[src/logic/scurve_consts.svh]
`ifndef SCURVE_CONSTS_SVH
`define SCURVE_CONSTS_SVH

// Channels on the front-end ASIC
`define NUM_CHN 64

// Width of a channel number
`define CHN_W 6

// Threshold DAC code width
`define DAC_W 10

// Width of a USB data FIFO word and of every trigger count
`define WORD_W 16

// Flops between an asynchronous pin and its edge detector
`define SYNC_STAGES 2

// Trigger outputs per channel (trigger0_b to trigger2_b)
`define NUM_TRIG 3

`endif
[src/logic/scurve_pkg.sv]
`default_nettype none

`include "scurve_consts.svh"

package scurve_pkg;

  // Count k belongs to trigger output k
  typedef logic [`NUM_TRIG-1:0][`WORD_W-1:0] trig_count_t;

  // Test setup from the host
  typedef struct packed {
    logic [`CHN_W-1:0]  single_chn;
    logic               all_chn;     // sweep channels 0 to 63
    logic               ctest_mode;  // high for charge injection
    logic [`WORD_W-1:0] cpt_max;     // clk_ext periods per window
    logic [`DAC_W-1:0]  dac_start;
    logic [`DAC_W-1:0]  dac_stop;
  } scurve_cfg_t;

  // Outcome of one DAC step
  typedef struct packed {
    logic [`CHN_W-1:0] channel;
    logic [`DAC_W-1:0] dac_code;
    trig_count_t       trig_count;
  } step_result_t;

  // Word 0 of a group
  typedef struct packed {
    logic [`DAC_W-1:0] dac_code;
    logic [`CHN_W-1:0] channel;
  } hdr_word_t;

  // Words 1 to 3 of a group
  typedef struct packed {
    logic [`WORD_W-1:0] count;
  } cnt_word_t;

  // Position in the group of four selects the view
  typedef union packed {
    hdr_word_t hdr;
    cnt_word_t cnt;
  } scurve_word_u;

endpackage

`default_nettype wire

[src/logic/scurve_test_top.sv]
`default_nettype none

`include "scurve_consts.svh"

module scurve_test_top
  import scurve_pkg::*;
(
  input  wire logic                clk_n,
  input  wire logic                reset_n,
  // Host
  input  wire scurve_cfg_t         cfg,
  input  wire logic                start,
  output logic                     scan_done,
  // USB data FIFO
  output logic                     fifo_wr_en,
  output logic [`WORD_W-1:0]       fifo_din,
  input  wire logic                fifo_full,
  // ASIC slow control
  output logic [`NUM_CHN-1:0]      ctest_mask,
  output logic [`DAC_W-1:0]        dac_code,
  output logic                     sc_param_load,
  input  wire logic                config_done,
  // Asynchronous pins
  input  wire logic                clk_ext,
  input  wire logic                trigger0_b,
  input  wire logic                trigger1_b,
  input  wire logic                trigger2_b
);

  logic         count_req;
  logic         count_ack;
  trig_count_t  trig_count;
  logic         result_req;
  logic         result_ack;
  step_result_t result;

  scurve_sequencer scurve_sequencer_inst (
    .clk_n         (clk_n),
    .reset_n       (reset_n),
    .start         (start),
    .cfg           (cfg),
    .sc_param_load (sc_param_load),
    .config_done   (config_done),
    .dac_code      (dac_code),
    .ctest_mask    (ctest_mask),
    .count_req     (count_req),
    .count_ack     (count_ack),
    .trig_count    (trig_count),
    .result_req    (result_req),
    .result_ack    (result_ack),
    .result        (result),
    .scan_done     (scan_done)
  );

  // Window length comes straight from the host setup
  trigger_counter trigger_counter_inst (
    .clk_n      (clk_n),
    .reset_n    (reset_n),
    .clk_ext    (clk_ext),
    .trigger0_b (trigger0_b),
    .trigger1_b (trigger1_b),
    .trigger2_b (trigger2_b),
    .cpt_max    (cfg.cpt_max),
    .count_req  (count_req),
    .count_ack  (count_ack),
    .trig_count (trig_count)
  );

  result_packer result_packer_inst (
    .clk_n      (clk_n),
    .reset_n    (reset_n),
    .result_req (result_req),
    .result_ack (result_ack),
    .result     (result),
    .fifo_wr_en (fifo_wr_en),
    .fifo_din   (fifo_din),
    .fifo_full  (fifo_full)
  );

endmodule

`default_nettype wire

[src/logic/result_packer.sv]
`default_nettype none

`include "scurve_consts.svh"

module result_packer
  import scurve_pkg::*;
(
  input  wire logic                clk_n,
  input  wire logic                reset_n,
  input  wire logic                result_req,
  output logic                     result_ack,
  input  wire step_result_t        result,
  output logic                     fifo_wr_en,
  output logic [`WORD_W-1:0]       fifo_din,
  input  wire logic                fifo_full
);

  localparam logic [1:0] LAST_WORD = 2'd3;

  typedef enum logic [1:0] {
    S_IDLE,
    S_WRITE,
    S_ACK
  } state_t;

  state_t       state;
  logic [1:0]   word_idx;
  step_result_t res_q;
  scurve_word_u word;
  logic         take;

  assign take = (state == S_IDLE) && result_req;

  // Header first and then triggers 0, 1 and 2
  always_comb begin
    word = '0;
    if (word_idx == 2'd0) begin
      word.hdr.dac_code = res_q.dac_code;
      word.hdr.channel  = res_q.channel;
    end else begin
      word.cnt.count = res_q.trig_count[word_idx - 2'd1];
    end
  end

  assign fifo_din = word;
  // The word just waits while the FIFO is full
  assign fifo_wr_en = (state == S_WRITE) && !fifo_full;

  always_ff @(posedge clk_n or negedge reset_n) begin
    if (!reset_n) begin
      state      <= S_IDLE;
      word_idx   <= '0;
      result_ack <= 1'b0;
    end else begin
      case (state)
        S_IDLE: begin
          if (take) begin
            word_idx <= '0;
            state    <= S_WRITE;
          end
        end
        S_WRITE: begin
          if (fifo_wr_en) begin
            if (word_idx == LAST_WORD) begin
              result_ack <= 1'b1;
              state      <= S_ACK;
            end else begin
              word_idx <= word_idx + 1'b1;
            end
          end
        end
        S_ACK: begin
          if (!result_req) begin
            result_ack <= 1'b0;
            state      <= S_IDLE;
          end
        end
        default: state <= S_IDLE;
      endcase
    end
  end

  // Local copy frees the sequencer to build the next result
  always_ff @(posedge clk_n) begin
    if (take) begin
      res_q <= result;
    end
  end

  // A word held back by a full FIFO is offered again unchanged
  a_hold_while_full: assert property (@(posedge clk_n) disable iff (!reset_n)
    (state == S_WRITE) && fifo_full |=> (state == S_WRITE) && $stable(fifo_din));

endmodule

`default_nettype wire

[src/logic/trigger_counter.sv]
`default_nettype none

`include "scurve_consts.svh"

module trigger_counter
  import scurve_pkg::*;
(
  input  wire logic               clk_n,
  input  wire logic               reset_n,
  input  wire logic               clk_ext,
  input  wire logic               trigger0_b,
  input  wire logic               trigger1_b,
  input  wire logic               trigger2_b,
  input  wire logic [`WORD_W-1:0] cpt_max,
  input  wire logic               count_req,
  output logic                    count_ack,
  output trig_count_t             trig_count
);

  localparam int NPIN = `NUM_TRIG + 1;
  // clk_ext idles low and the triggers idle high
  localparam logic [NPIN-1:0] PIN_IDLE = {{`NUM_TRIG{1'b1}}, 1'b0};

  typedef enum logic [1:0] {
    S_IDLE,
    S_ARM,
    S_OPEN,
    S_DONE
  } state_t;

  state_t                              state;
  logic [`SYNC_STAGES-1:0][NPIN-1:0]   sync_q;
  logic [NPIN-1:0]                     pins;
  logic [NPIN-1:0]                     pin_s;
  logic [NPIN-1:0]                     pin_q;
  logic                                ext_rise;
  logic [`NUM_TRIG-1:0]                trig_fall;
  logic [`WORD_W-1:0]                  per_cnt;
  logic                                window_open;

  // Bit 0 is clk_ext and bit k+1 is trigger k
  assign pins  = {trigger2_b, trigger1_b, trigger0_b, clk_ext};
  assign pin_s = sync_q[`SYNC_STAGES-1];

  assign ext_rise    = pin_s[0] && !pin_q[0];
  assign trig_fall   = pin_q[NPIN-1:1] & ~pin_s[NPIN-1:1];
  assign window_open = (state == S_OPEN);

  always_ff @(posedge clk_n or negedge reset_n) begin
    if (!reset_n) begin
      sync_q <= {`SYNC_STAGES{PIN_IDLE}};
      pin_q  <= PIN_IDLE;
    end else begin
      sync_q <= {sync_q[`SYNC_STAGES-2:0], pins};
      pin_q  <= pin_s;
    end
  end

  always_ff @(posedge clk_n or negedge reset_n) begin
    if (!reset_n) begin
      state      <= S_IDLE;
      per_cnt    <= '0;
      count_ack  <= 1'b0;
      trig_count <= '0;
    end else begin
      // Saturating so that a noisy trigger cannot wrap a count
      for (int k = 0; k < `NUM_TRIG; k++) begin
        if (window_open && trig_fall[k] && trig_count[k] != '1) begin
          trig_count[k] <= trig_count[k] + 1'b1;
        end
      end
      case (state)
        S_IDLE: begin
          if (count_req) begin
            trig_count <= '0;
            state      <= S_ARM;
          end
        end
        S_ARM: begin
          if (ext_rise) begin
            per_cnt <= '0;
            if (cpt_max == '0) begin
              count_ack <= 1'b1;
              state     <= S_DONE;
            end else begin
              state <= S_OPEN;
            end
          end
        end
        S_OPEN: begin
          // Rising edge cpt_max + 1 closes the window
          if (ext_rise) begin
            if (per_cnt == cpt_max - 1'b1) begin
              count_ack <= 1'b1;
              state     <= S_DONE;
            end else begin
              per_cnt <= per_cnt + 1'b1;
            end
          end
        end
        S_DONE: begin
          if (!count_req) begin
            count_ack <= 1'b0;
            state     <= S_IDLE;
          end
        end
        default: state <= S_IDLE;
      endcase
    end
  end

  for (genvar k = 0; k < `NUM_TRIG; k++) begin : g_bound
    a_count_bound: assert property (@(posedge clk_n) disable iff (!reset_n)
      (state == S_OPEN || state == S_DONE) |->
        ({1'b0, trig_count[k]} <= {1'b0, cpt_max} + 1'b1));
  end

endmodule

`default_nettype wire

[src/logic/scurve_sequencer.sv]
`default_nettype none

`include "scurve_consts.svh"

module scurve_sequencer
  import scurve_pkg::*;
(
  input  wire logic                clk_n,
  input  wire logic                reset_n,
  input  wire logic                start,
  input  wire scurve_cfg_t         cfg,
  output logic                     sc_param_load,
  input  wire logic                config_done,
  output logic [`DAC_W-1:0]        dac_code,
  output logic [`NUM_CHN-1:0]      ctest_mask,
  output logic                     count_req,
  input  wire logic                count_ack,
  input  wire trig_count_t         trig_count,
  output logic                     result_req,
  input  wire logic                result_ack,
  output step_result_t             result,
  output logic                     scan_done
);

  localparam logic [`CHN_W-1:0]   LAST_CHN  = `CHN_W'(`NUM_CHN - 1);
  localparam logic [`NUM_CHN-1:0] MASK_BIT0 = `NUM_CHN'(1);

  typedef enum logic [2:0] {
    S_IDLE,
    S_SETUP,
    S_LOAD,
    S_UNLOAD,
    S_COUNT,
    S_HAND,
    S_NEXT,
    S_FLUSH
  } state_t;

  state_t            state;
  logic              start_q;
  logic              all_chn_q;
  logic              ctest_q;
  logic [`DAC_W-1:0] dac_start_q;
  logic [`DAC_W-1:0] dac_stop_q;
  logic [`CHN_W-1:0] chn_q;
  logic [`DAC_W-1:0] code_q;
  trig_count_t       cnt_q;
  logic              take_counts;
  logic              hand_over;

  // Previous result transfer must be fully closed before a new one
  assign take_counts = (state == S_COUNT) && count_ack;
  assign hand_over   = (state == S_HAND) && !result_req && !result_ack;

  always_ff @(posedge clk_n or negedge reset_n) begin
    if (!reset_n) begin
      state         <= S_IDLE;
      start_q       <= 1'b0;
      all_chn_q     <= 1'b0;
      ctest_q       <= 1'b0;
      dac_start_q   <= '0;
      dac_stop_q    <= '0;
      chn_q         <= '0;
      code_q        <= '0;
      sc_param_load <= 1'b0;
      dac_code      <= '0;
      ctest_mask    <= '0;
      count_req     <= 1'b0;
      result_req    <= 1'b0;
      scan_done     <= 1'b0;
    end else begin
      start_q   <= start;
      scan_done <= 1'b0;
      // Result transfer runs on its own while the next step proceeds
      if (result_req && result_ack) begin
        result_req <= 1'b0;
      end
      case (state)
        S_IDLE: begin
          if (start && !start_q) begin
            all_chn_q   <= cfg.all_chn;
            ctest_q     <= cfg.ctest_mode;
            dac_start_q <= cfg.dac_start;
            dac_stop_q  <= cfg.dac_stop;
            chn_q       <= cfg.all_chn ? '0 : cfg.single_chn;
            code_q      <= cfg.dac_start;
            state       <= S_SETUP;
          end
        end
        S_SETUP: begin
          dac_code      <= code_q;
          ctest_mask    <= ctest_q ? (MASK_BIT0 << chn_q) : '0;
          sc_param_load <= 1'b1;
          state         <= S_LOAD;
        end
        S_LOAD: begin
          if (config_done) begin
            sc_param_load <= 1'b0;
            state         <= S_UNLOAD;
          end
        end
        S_UNLOAD: begin
          // Also wait until the counter has closed the last request
          if (!config_done && !count_ack) begin
            count_req <= 1'b1;
            state     <= S_COUNT;
          end
        end
        S_COUNT: begin
          if (take_counts) begin
            count_req <= 1'b0;
            state     <= S_HAND;
          end
        end
        S_HAND: begin
          if (hand_over) begin
            result_req <= 1'b1;
            state      <= S_NEXT;
          end
        end
        S_NEXT: begin
          if (code_q != dac_stop_q) begin
            code_q <= code_q + 1'b1;
            state  <= S_SETUP;
          end else if (all_chn_q && chn_q != LAST_CHN) begin
            chn_q  <= chn_q + 1'b1;
            code_q <= dac_start_q;
            state  <= S_SETUP;
          end else begin
            state <= S_FLUSH;
          end
        end
        S_FLUSH: begin
          // Done once the packer has taken the last step
          if (!result_req && !result_ack) begin
            scan_done <= 1'b1;
            state     <= S_IDLE;
          end
        end
        default: state <= S_IDLE;
      endcase
    end
  end

  always_ff @(posedge clk_n) begin
    if (take_counts) begin
      cnt_q <= trig_count;
    end
    if (hand_over) begin
      result.channel    <= chn_q;
      result.dac_code   <= code_q;
      result.trig_count <= cnt_q;
    end
  end

  // The ASIC side must see the load until it reports done
  a_load_held: assert property (@(posedge clk_n) disable iff (!reset_n)
    sc_param_load && !config_done |=> sc_param_load);

  a_result_stable: assert property (@(posedge clk_n) disable iff (!reset_n)
    result_req |=> !result_req || $stable(result));

endmodule

`default_nettype wire

[config.mk]
export PLATFORM = sky130hd
export DESIGN_NAME = scurve_test_top
export DESIGN_NICKNAME = d
export VERILOG_FILES = /design/src/logic/scurve_pkg.sv /design/src/logic/scurve_test_top.sv /design/src/logic/result_packer.sv /design/src/logic/trigger_counter.sv /design/src/logic/scurve_sequencer.sv
export VERILOG_INCLUDE_DIRS = /design/src /design/src/logic
export SDC_FILE = /design/constraint.sdc
export NUM_CORES = 1
export LEC_CHECK = 0
export BUFFER_PORTS_ARGS = -buffer_cell sky130_fd_sc_hd__buf_2
export CORE_MARGIN = 2
export CORE_UTILIZATION = 39
export DETAILED_ROUTE_END_ITERATION = 16
export PLACE_DENSITY_LB_ADDON = 0.3
export SLEW_MARGIN = 20
export SYNTH_ARGS = -nofsm -noshare
export SYNTH_HDL_FRONTEND = slang
export SYNTH_HIERARCHICAL = 1
export SYNTH_SLANG_ARGS = --single-unit
[constraint.sdc]
create_clock -name clk_n -period 8.3 [get_ports clk_n]
set_clock_uncertainty 0.2 [all_clocks]
set_input_delay 1.66 -clock clk_n [delete_from_list [all_inputs] [get_ports clk_n]]
set_output_delay 1.66 -clock clk_n [all_outputs]
set_load 0.02 [all_outputs]
==> run metrics, run 1 <==
Yosys top cell by area edfxtp_1; startpoint class of the critical path flip-flop; PwrDens 281 nW/µm²; FF+latch count, synth 380; CP Buf/Inv Count 2; Cell Area, Synth 16100 µm²; Synth warnings 6; Core Region 40700 µm²; TritonCTS Buffers 39; # resized after CTS 0; pin count of the biggest net entering global routing 89; Fillers 3697; grt ovf 0; H-tree depth 2; postcts setup bufs 0; TritonCTS clock tree built; Unique masters post-synth 80; reg2reg path depth 8; post-synth net total 1342; CP peak stage delay 930 ps; slew of the pin with the lowest slew margin 970 ps; prevailing post-synth register cell dfrtp_1; 1st-pass router iterations 5; final setup TNS 0 ps; Clock Root Buffer clkbuf_16; Seq/Total Area, Yosys 0.647; CTS sink count 380; GRT Overall Usage 0.165; pins over their slew limit 0; final period utilization 0.632; initial antenna violation count 0; Syn Inst Count 1269; Crit Reg-Reg Startpoint trigger_counter_inst/per_cnt[9]; largest cells by area after synthesis edfxtp_1 (33%), dfrtp_1 (30%), nand2_1 (3.7%); routability-driven placement congestion ratio 0.879; fin nets 1481; CTS hold repair buffers 0; Post-route DRC 0; num rows 74; Crit Path Class flip-flop to output port; CP endpoint kind output port; die footprint 42900 µm²; antenna viol nets, final 0; # setup viols final 0; WL/cell 17.8 µm; CP Data Arrival Time 3380 ps; required time of the worst setup path 6440 ps; Cell Area, Placed 17300 µm²; final core occ 0.457; minimum clock period 5240 ps; Slew HR 0.353; Post-synth EDFFs 176; unrepaired setup endpoints after global routing false; Detailed Place HPWL 24200 µm; initial drt markers 840; clk buf depth 3; slowest stage cell on the critical path dfrtp_1; peak fanout along the critical path 22; post-synth top area share 0.329; Port Buf Inserts 145; maximum vdd ir drop 162 µV; reg2reg end trigger_counter_inst/per_cnt[6]; Crit path max-delay family flip-flops; Synth-to-Final Area Change 15.8%; R2R setup slack 5170 ps; Worst-Skew Late Latency 520 ps; Hold Path Sink trigger_counter_inst/pin_s[0]; I/O pins 146; worst hold start trigger_counter_inst/sync_q[0]; DRT Wirelength 35100 µm; Die W 207 µm; DR vias 10400; first-pass GRT wire length 56800 µm; Critical Path, Cell by Cell inv_1, ha_2, nor2b_4, a221oi_1, a21oi_1, buf_2; FMAX 191 MHz; syn avg cell area 12.7 µm²; clock slew at reported path FFs 60 ps; Hold Path Depth 0; ys async rst share 0.537; Max Cap Viol 0; leakage power 0.00761 µW; Hold Path Class flip-flop to flip-flop; Initial Utilization 0.395; Hold Fails Final Rpt 0; status finished, final reports clean; via/cell ratio 5.29; share of post-route cells with drive strength above 1 0.204; Die Ht 207 µm; design area 18600 µm²; vias in the first global route 10100
-- cells in the final DEF (no fill, tap or decap), drive strengths merged, types with 14 or more instances in the layout --
cell,n
a31oi,14
clkbuf,52
dfrtp,195
nand3,32
inv,43
a21oi,40
nand2,158
buf,158
a22o,30
edfxtp,176
nor3,21
or3,18
ha,20
a221oi,21
o21ai,67
xnor2,33
nand4,27
xor2,39
mux2,22
nor2,84
a32o,15
-- per-stage QoR --
stage	hold WS [ps]	worst slack, ps	power, µW	instances
finish	149	3060	5230	1971
global route	162	2890	5510	1970
CTS	154	2840	5290	1970
detailed placement	140	3410	3480	1899
global placement	135	3500	3460	1899
floorplan	131	596	3170	1269
-- worst max-delay path by stage --
| stage | from | to | slack (ps) | cells after the start |
|---|---|---|---|---|
| floorplan | scurve_sequencer_inst/state[0] | scurve_sequencer_inst/result[0] | 600 | 3 |
| global placement | result_packer_inst/word_idx[0] | fifo_din[15] | 3500 | 6 |
| detailed placement | result_packer_inst/word_idx[0] | fifo_din[15] | 3410 | 6 |
| CTS | result_packer_inst/word_idx[0] | fifo_din[15] | 2840 | 6 |
| global route | result_packer_inst/word_idx[0] | fifo_din[9] | 2890 | 6 |
| finish | result_packer_inst/word_idx[0] | fifo_din[15] | 3060 | 6 |
-- cell usage after synthesis (4+ instances only) --
cell and number:
a221oi_2 9, o21ai_1 9, nand4_1 27, edfxtp_1 176, dfrtp_1 195, nor2_1 83, ha_1 20, a211oi_1 6
clkbuf_1 32, buf_4 4, nand3_1 32, nand2b_1 11, buf_2 10, a221oi_1 12, mux2_4 10, dfstp_2 9
or4_1 6, nand2_1 158, mux2i_1 12, o32ai_1 5, o21ai_0 54, or3_1 16, xor2_1 39, a41oi_1 5
xnor2_1 32, a32o_1 15, inv_1 42, a31oi_1 14, mux2_2 12, nor2b_1 8, nor3_2 5, and3_1 6
nor4_1 6, nor3_1 16, nand3b_1 7, o211ai_1 9, a22o_1 30, and4_1 11, a21oi_1 38, and2_1 8
buf_6 8
-- final cells by class --
type / instances / area, µm² / share of cell area
sequential: 380 / 10400 / 0.559
multi-input combinational: 786 / 5220 / 0.281
clock buffer: 52 / 1110 / 0.0595
timing repair buffer: 158 / 833 / 0.0448
tap: 532 / 666 / 0.0358
clock inverter: 19 / 224 / 0.0120
inverter: 43 / 161 / 0.00867
antenna: 1 / 2.50 / 0.000134
-- routing by layer --
layer | vias to the layer above | part of all wire | global-route usage
met2 | 314 | 0.45 | 0.247
met1 | 5116 | 0.45 | 0.235
li1 | 4935 | - | -
met3 | 59 | 0.074 | 0.0403
met4 | 0 | 0.025 | 0.0522
met5 | - | 0 | 0
-- sequential cells by signal, summed over array words and instances, names as in the netlist, 6 cells and up --
| name | cells |
|---|---|
| scurve_sequencer_inst/cnt_q | 48 |
| scurve_sequencer_inst/dac_code | 10 |
| result_packer_inst/res_q | 64 |
| trigger_counter_inst/per_cnt | 16 |
| trigger_counter_inst/trig_count | 48 |
| scurve_sequencer_inst/result | 64 |
| scurve_sequencer_inst/dac_stop_q | 10 |
| scurve_sequencer_inst/code_q | 10 |
| scurve_sequencer_inst/ctest_mask | 64 |
| scurve_sequencer_inst/chn_q | 6 |
| scurve_sequencer_inst/dac_start_q | 10 |
-- cells by family after synthesis --
family / count (synthesis) / synth area share
AO/OA/AOI/OAI: 241 / 0.111
XOR/XNOR: 72 / 0.0397
adder cells (fa/ha/maj): 20 / 0.0156
buffers and inverters: 103 / 0.0309
flip-flops: 380 / 0.647
multiplexers: 34 / 0.0252
AND/OR/NAND/NOR: 419 / 0.131
-- power breakdown --
group | internal, µW | switching [µW]
registers | 2210 | 255
logic | 340 | 641
clock network | 1090 | 693
total | 3640 | 1590
Note: power is estimated with default switching activity, not from simulation.
==> run 2: changes to the inputs <==
--- a/config.mk
+++ b/config.mk
@@ -6,6 +6,7 @@
 export SDC_FILE = /design/constraint.sdc
 export NUM_CORES = 1
 export LEC_CHECK = 0
+export ABC_AREA = 1
 export BUFFER_PORTS_ARGS = -buffer_cell sky130_fd_sc_hd__buf_2
 export CORE_MARGIN = 2
 export CORE_UTILIZATION = 39
==> constraint.sdc (replaced) <==
create_clock -name clk_n -period 4.22 [get_ports clk_n]
set_clock_uncertainty 0.2 [all_clocks]
set_input_delay 0.844 -clock clk_n [delete_from_list [all_inputs] [get_ports clk_n]]
set_output_delay 0.844 -clock clk_n [all_outputs]
set_load 0.02 [all_outputs]
==> run 2 against run 1 <==
- worst setup slack worse by 2400 ps
- clock-buffer cell count down 1
- combinational power up 110%
- die area up 3.4%
- sequential power up 91%
- critical path depth down 1
- synthesized cell count up 31%
- critical path type unchanged
==> run metrics, run 2 <==
CP Buf/Inv Count 2; postcts setup bufs 0; FF+latch count, synth 380; CP endpoint kind output port; Detailed Place HPWL 26500 µm; WL/cell 15.7 µm; Die W 211 µm; peak fanout along the critical path 33; most frequent cells in the layout nand2_1 (384), dfrtp_1 (195), edfxtp_1 (176), nor2_1 (170), inv_1 (148); antenna viol nets, final 0; ys async rst share 0.537; final setup TNS 0 ps; top flop regs result_packer_inst/res_q x64, scurve_sequencer_inst/ctest_mask x64, scurve_sequencer_inst/result x64; maximum vdd ir drop 357 µV; Hold Path Class input pin to asynchronous set/reset pin; slowest stage cell on the critical path ha_1; status finished, final reports clean; FF+latch area 10400 µm²; reg2reg path depth 11; minimum clock period 3610 ps; via/cell ratio 4.96; Cell Area, Placed 17900 µm²; final period utilization 0.855; Clock Root Buffer clkbuf_16; pins over their slew limit 0; FMAX 277 MHz; CP Data Arrival Time 2560 ps; Crit Reg-Reg Startpoint trigger_counter_inst/state[0]; Crit path max-delay family adder cells; leakage power 0.00835 µW; pin count of the biggest net entering global routing 85; Die Ht 211 µm; CTS sink count 380; Critical Path, Cell by Cell inv_4, ha_1, nand3_1, a21oi_1, buf_2; slew of the pin with the lowest slew margin 920 ps; final core occ 0.457; Yosys top cell by area edfxtp_1; design area 19200 µm²; unrepaired setup endpoints after global routing false; worst path setup slack after routing 614 ps; GRT Overall Usage 0.171; startpoint class of the critical path flip-flop; Multi-input gate area 5310 µm²; Initial Utilization 0.396; n_diodes 0; Crit Path Class flip-flop to output port; Post-synth EDFFs 176; # resized after CTS 0; Port Buf Inserts 145; TritonCTS Buffers 39; Core Region 42000 µm²; largest cells by area after synthesis edfxtp_1 (32%), dfrtp_1 (29%), nand2_1 (8.7%); # setup viols final 0; clock slew at reported path FFs 60 ps; dpl ws 1160 ps; initial antenna violation count 1; Fillers 3923; vias in the first global route 11300; Unique masters post-synth 52; post-synth top area share 0.318; Worst-Skew Late Latency 540 ps; post-synth net total 1731; Synth-to-Final Area Change 15.4%; Seq/Total Area, Yosys 0.625; Max Cap Viol 0; initial drt markers 1120; Pwr Total 10200 µW; fin nets 1882; grt ovf 0; num rows 75; routability-driven placement congestion ratio 0.913; CP Depth 5; first-pass GRT wire length 60600 µm; DRT Wirelength 37300 µm; required time of the worst setup path 3180 ps; 1st-pass router iterations 5; commonest non-fill, non-tap cell in the layout nand2_1; top-count cell post-synth nand2_1; prevailing post-synth register cell dfrtp_1; PwrDens 530 nW/µm²; reg2reg end trigger_counter_inst/trig_count[46]; die footprint 44300 µm²; Synth warnings 6; clk buf depth 3; CP peak stage delay 910 ps; DR vias 11800; R2R setup slack 1330 ps; Slew HR 0.387; Syn Inst Count 1658; Hold Fails Final Rpt 0; syn avg cell area 10.0 µm²; CTS hold repair buffers 0; TritonCTS clock tree built; H-tree depth 2; I/O pins 146; commonest cells in the netlist nand2_1 (384), dfrtp_1 (195), edfxtp_1 (176); Cell Area, Synth 16600 µm²; share of post-route cells with drive strength above 1 0.182; Post-route DRC 0
run 2: cell count changes in the layout (fill, tap and decap cells not counted), moves of 13 or more:
cell | before | now
nand2_1 | 158 | 384
inv_1 | 42 | 148
a21oi_1 | 38 | 54
nor2_1 | 82 | 170
nand2_2 | 0 | 23
o21ai_1 | 9 | 70
a22o_1 | 30 | 1
o21ai_2 | 3 | 16
inv_2 | 1 | 19
a32o_1 | 15 | 0
or3_1 | 16 | 0
xnor2_1 | 32 | 12
nand3_1 | 32 | 109
run 2: power breakdown:
group          internal [µW]  leakage (µW)  switching, µW  total [µW]
Clock                   2070      0.000626           1380        3460
Sequential              4310       0.00432            389        4700
Combinational            623       0.00341           1400        2020
run 2: worst register-to-register path, stage by stage, from the launching register on:
cell     delay, ps
dfrtp_1        430
inv_1          140
ha_1           420
inv_2          250
nor3b_2        370
nand2_2        200
inv_2          170
nand2_2        100
nor2_2         160
nand4_1        140
o21ai_1        160
a21oi_1         60
run 2: cell families after synthesis:
family / share of synthesized area
AND/OR/NAND/NOR: 0.201
flip-flops: 0.625
adder cells (fa/ha/maj): 0.0150
AO/OA/AOI/OAI: 0.0701
multiplexers: 0.00880
XOR/XNOR: 0.0226
buffers and inverters: 0.0568
run 2: worst max-delay path by stage:
stage / startpoint / to
2_1_floorplan: scurve_sequencer_inst/state[1] / scurve_sequencer_inst/result[0]
3_3_place_gp: cfg[20] / trigger_counter_inst/per_cnt[0]
3_5_place_dp: cfg[20] / trigger_counter_inst/per_cnt[1]
4_1_cts: result_packer_inst/word_idx[0] / fifo_din[5]
5_1_grt: result_packer_inst/word_idx[0] / fifo_din[0]
6_report: result_packer_inst/word_idx[0] / fifo_din[5]
run 2: cell type report:
type | count | area share
Timing Repair Buffer | 162 | 0.0456
Tap cell | 539 | 0.0351
Clock inverter | 20 | 0.0126
Clock buffer | 51 | 0.0548
Sequential cell | 380 | 0.542
Inverter | 170 | 0.0334
Multi-Input combinational cell | 1056 | 0.277
run 2: stage by stage:
step,instances,hold slack [ps]
6_report,2378,27.8
2_1_floorplan,1658,131
3_5_place_dp,2307,135
5_1_grt,2378,54.6
4_1_cts,2378,26.2
3_3_place_gp,2307,137
run 2: layer usage:
layer | wire length (µm) | up-vias | track usage
met5 | 13 | - | 0
met3 | 2000 | 57 | 0.0282
met2 | 16900 | 317 | 0.267
met1 | 17600 | 5628 | 0.246
li1 | - | 5802 | -
met4 | 795 | 2 | 0.0493
==> run 3: changes to the inputs <==
--- a/config.mk
+++ b/config.mk
@@ -9,7 +9,7 @@
 export ABC_AREA = 1
 export BUFFER_PORTS_ARGS = -buffer_cell sky130_fd_sc_hd__buf_2
 export CORE_MARGIN = 2
-export CORE_UTILIZATION = 39
+export CORE_UTILIZATION = 54
 export DETAILED_ROUTE_END_ITERATION = 16
 export PLACE_DENSITY_LB_ADDON = 0.3
 export SLEW_MARGIN = 20
==> run 3 against run 2 <==
- die area is 27% lower
- highest routed layer is now met4
- global-route usage is 5.3 points higher
- power is 1.3% higher
- via count is 0.73% higher
- largest power group unchanged
- register-to-register slack better by 40 ps
==> run metrics, run 3 (same netlist as run 2, synthesis figures left out) <==
status finished, final reports clean; WL/cell 15.9 µm; Synth-to-Final Area Change 14.8%; clock slew at reported path FFs 60 ps; Post-route DRC 0; CP Data Arrival Time 2830 ps; CP endpoint kind output port; 1st-pass router iterations 5; first-pass GRT wire length 59000 µm; share of post-route cells with drive strength above 1 0.184; H-tree depth 2; commonest non-fill, non-tap cell in the layout nand2_1; final core occ 0.628; # setup viols final 0; most frequent cells in the layout nand2_1 (383), dfrtp_1 (195), edfxtp_1 (176), nor2_1 (170), inv_1 (148); slew of the pin with the lowest slew margin 1020 ps; vias in the first global route 11600; dpl ws 720 ps; TritonCTS Buffers 39; Clock Root Buffer clkbuf_16; final setup TNS 0 ps; I/O pins 146; GRT Overall Usage 0.224; grt ovf 0; antenna viol nets, final 0; Hold Fails Final Rpt 0; initial drt markers 960; final period utilization 0.917; postcts setup bufs 0; leakage power 0.00839 µW; CTS hold repair buffers 0; Fillers 2428; Die W 180 µm; Max Cap Viol 0; Detailed Place HPWL 24300 µm; clk buf depth 3; Crit Path Class flip-flop to output port; Initial Utilization 0.547; Die Ht 180 µm; unrepaired setup endpoints after global routing false; PwrDens 540 nW/µm²; routability-driven placement congestion ratio 0.893; DRT Wirelength 35600 µm; startpoint class of the critical path flip-flop; Fin Hold WS 117 ps; top flop regs result_packer_inst/res_q x64, scurve_sequencer_inst/ctest_mask x64, scurve_sequencer_inst/result x64; Port Buf Inserts 145; pin count of the biggest net entering global routing 85; pins over their slew limit 0; Worst-Skew Late Latency 530 ps; Core Region 30400 µm²; CTS sink count 380; Hold Path Class input pin to asynchronous set/reset pin; required time of the worst setup path 3180 ps; die footprint 32200 µm²; DR vias 11900; R2R setup slack 1370 ps; Slew HR 0.322; TritonCTS clock tree built; peak fanout along the critical path 33; maximum vdd ir drop 382 µV; initial antenna violation count 1; FMAX 258 MHz; minimum clock period 3870 ps; worst path setup slack after routing 349 ps; fin nets 1879; Pwr Total 10300 µW; num rows 64; via/cell ratio 5.32; # resized after CTS 0
run 3: cell count changes in the layout (fill, tap and decap cells not counted), moves of 2 or more:
cell / previous run / this run
clkbuf_8: 1 / 4
clkinv_4: 1 / 3
clkbuf_1: 10 / 6
buf_4: 16 / 11
run 3: power by group:
group,switching [µW],internal [µW]
Clock,1400,2170
Sequential,374,4310
Combinational,1420,629
Total,3200,7110
run 3: through the flow:
stage               std cells  cell area (µm²)
global route             2233            19100
detailed placement       2160            17700
floorplan                1658            16600
CTS                      2232            19100
finish                   2234            19100
global placement         2160            17700
run 3: area by class of cell:
| cell class | instances | area (µm²) | share of cell area |
|---|---|---|---|
| diodes | 1 | 2.50 | 0.000131 |
| clock buffers | 49 | 1060 | 0.0558 |
| clock inverters | 23 | 293 | 0.0153 |
| inverters | 170 | 642 | 0.0336 |
| multi-input cells | 1056 | 5310 | 0.278 |
| flip-flops and latches | 380 | 10400 | 0.545 |
| well taps | 396 | 495 | 0.0259 |
| repair buffers | 159 | 885 | 0.0463 |
run 3: layer usage:
layer	routed length [µm]	track usage
met1	15300	0.308
met2	16900	0.365
met3	2550	0.0421
met4	852	0.0660
met5	0	0
run 3: path summary, 6_finish.rpt:
check                      cells after the start                           start                              end
setup reg to reg                               7  scurve_sequencer_inst/state[2]  scurve_sequencer_inst/code_q[8]
hold reg to reg                                0  trigger_counter_inst/sync_q[3]    trigger_counter_inst/pin_s[3]
setup / recovery                               5  result_packer_inst/word_idx[0]                     fifo_din[15]
min in group clk_n                             0  trigger_counter_inst/sync_q[3]    trigger_counter_inst/pin_s[3]
hold / removal                                 1                         reset_n   result_packer_inst/word_idx[0]
max in group asynchronous                      2                         reset_n  scurve_sequencer_inst/code_q[5]
run 3: critical path, stage by stage, from the launching register on:
cell,delay [ps]
dfrtp_1,390
inv_4,110
ha_1,980
nand3_1,270
a21oi_1,320
buf_2,220
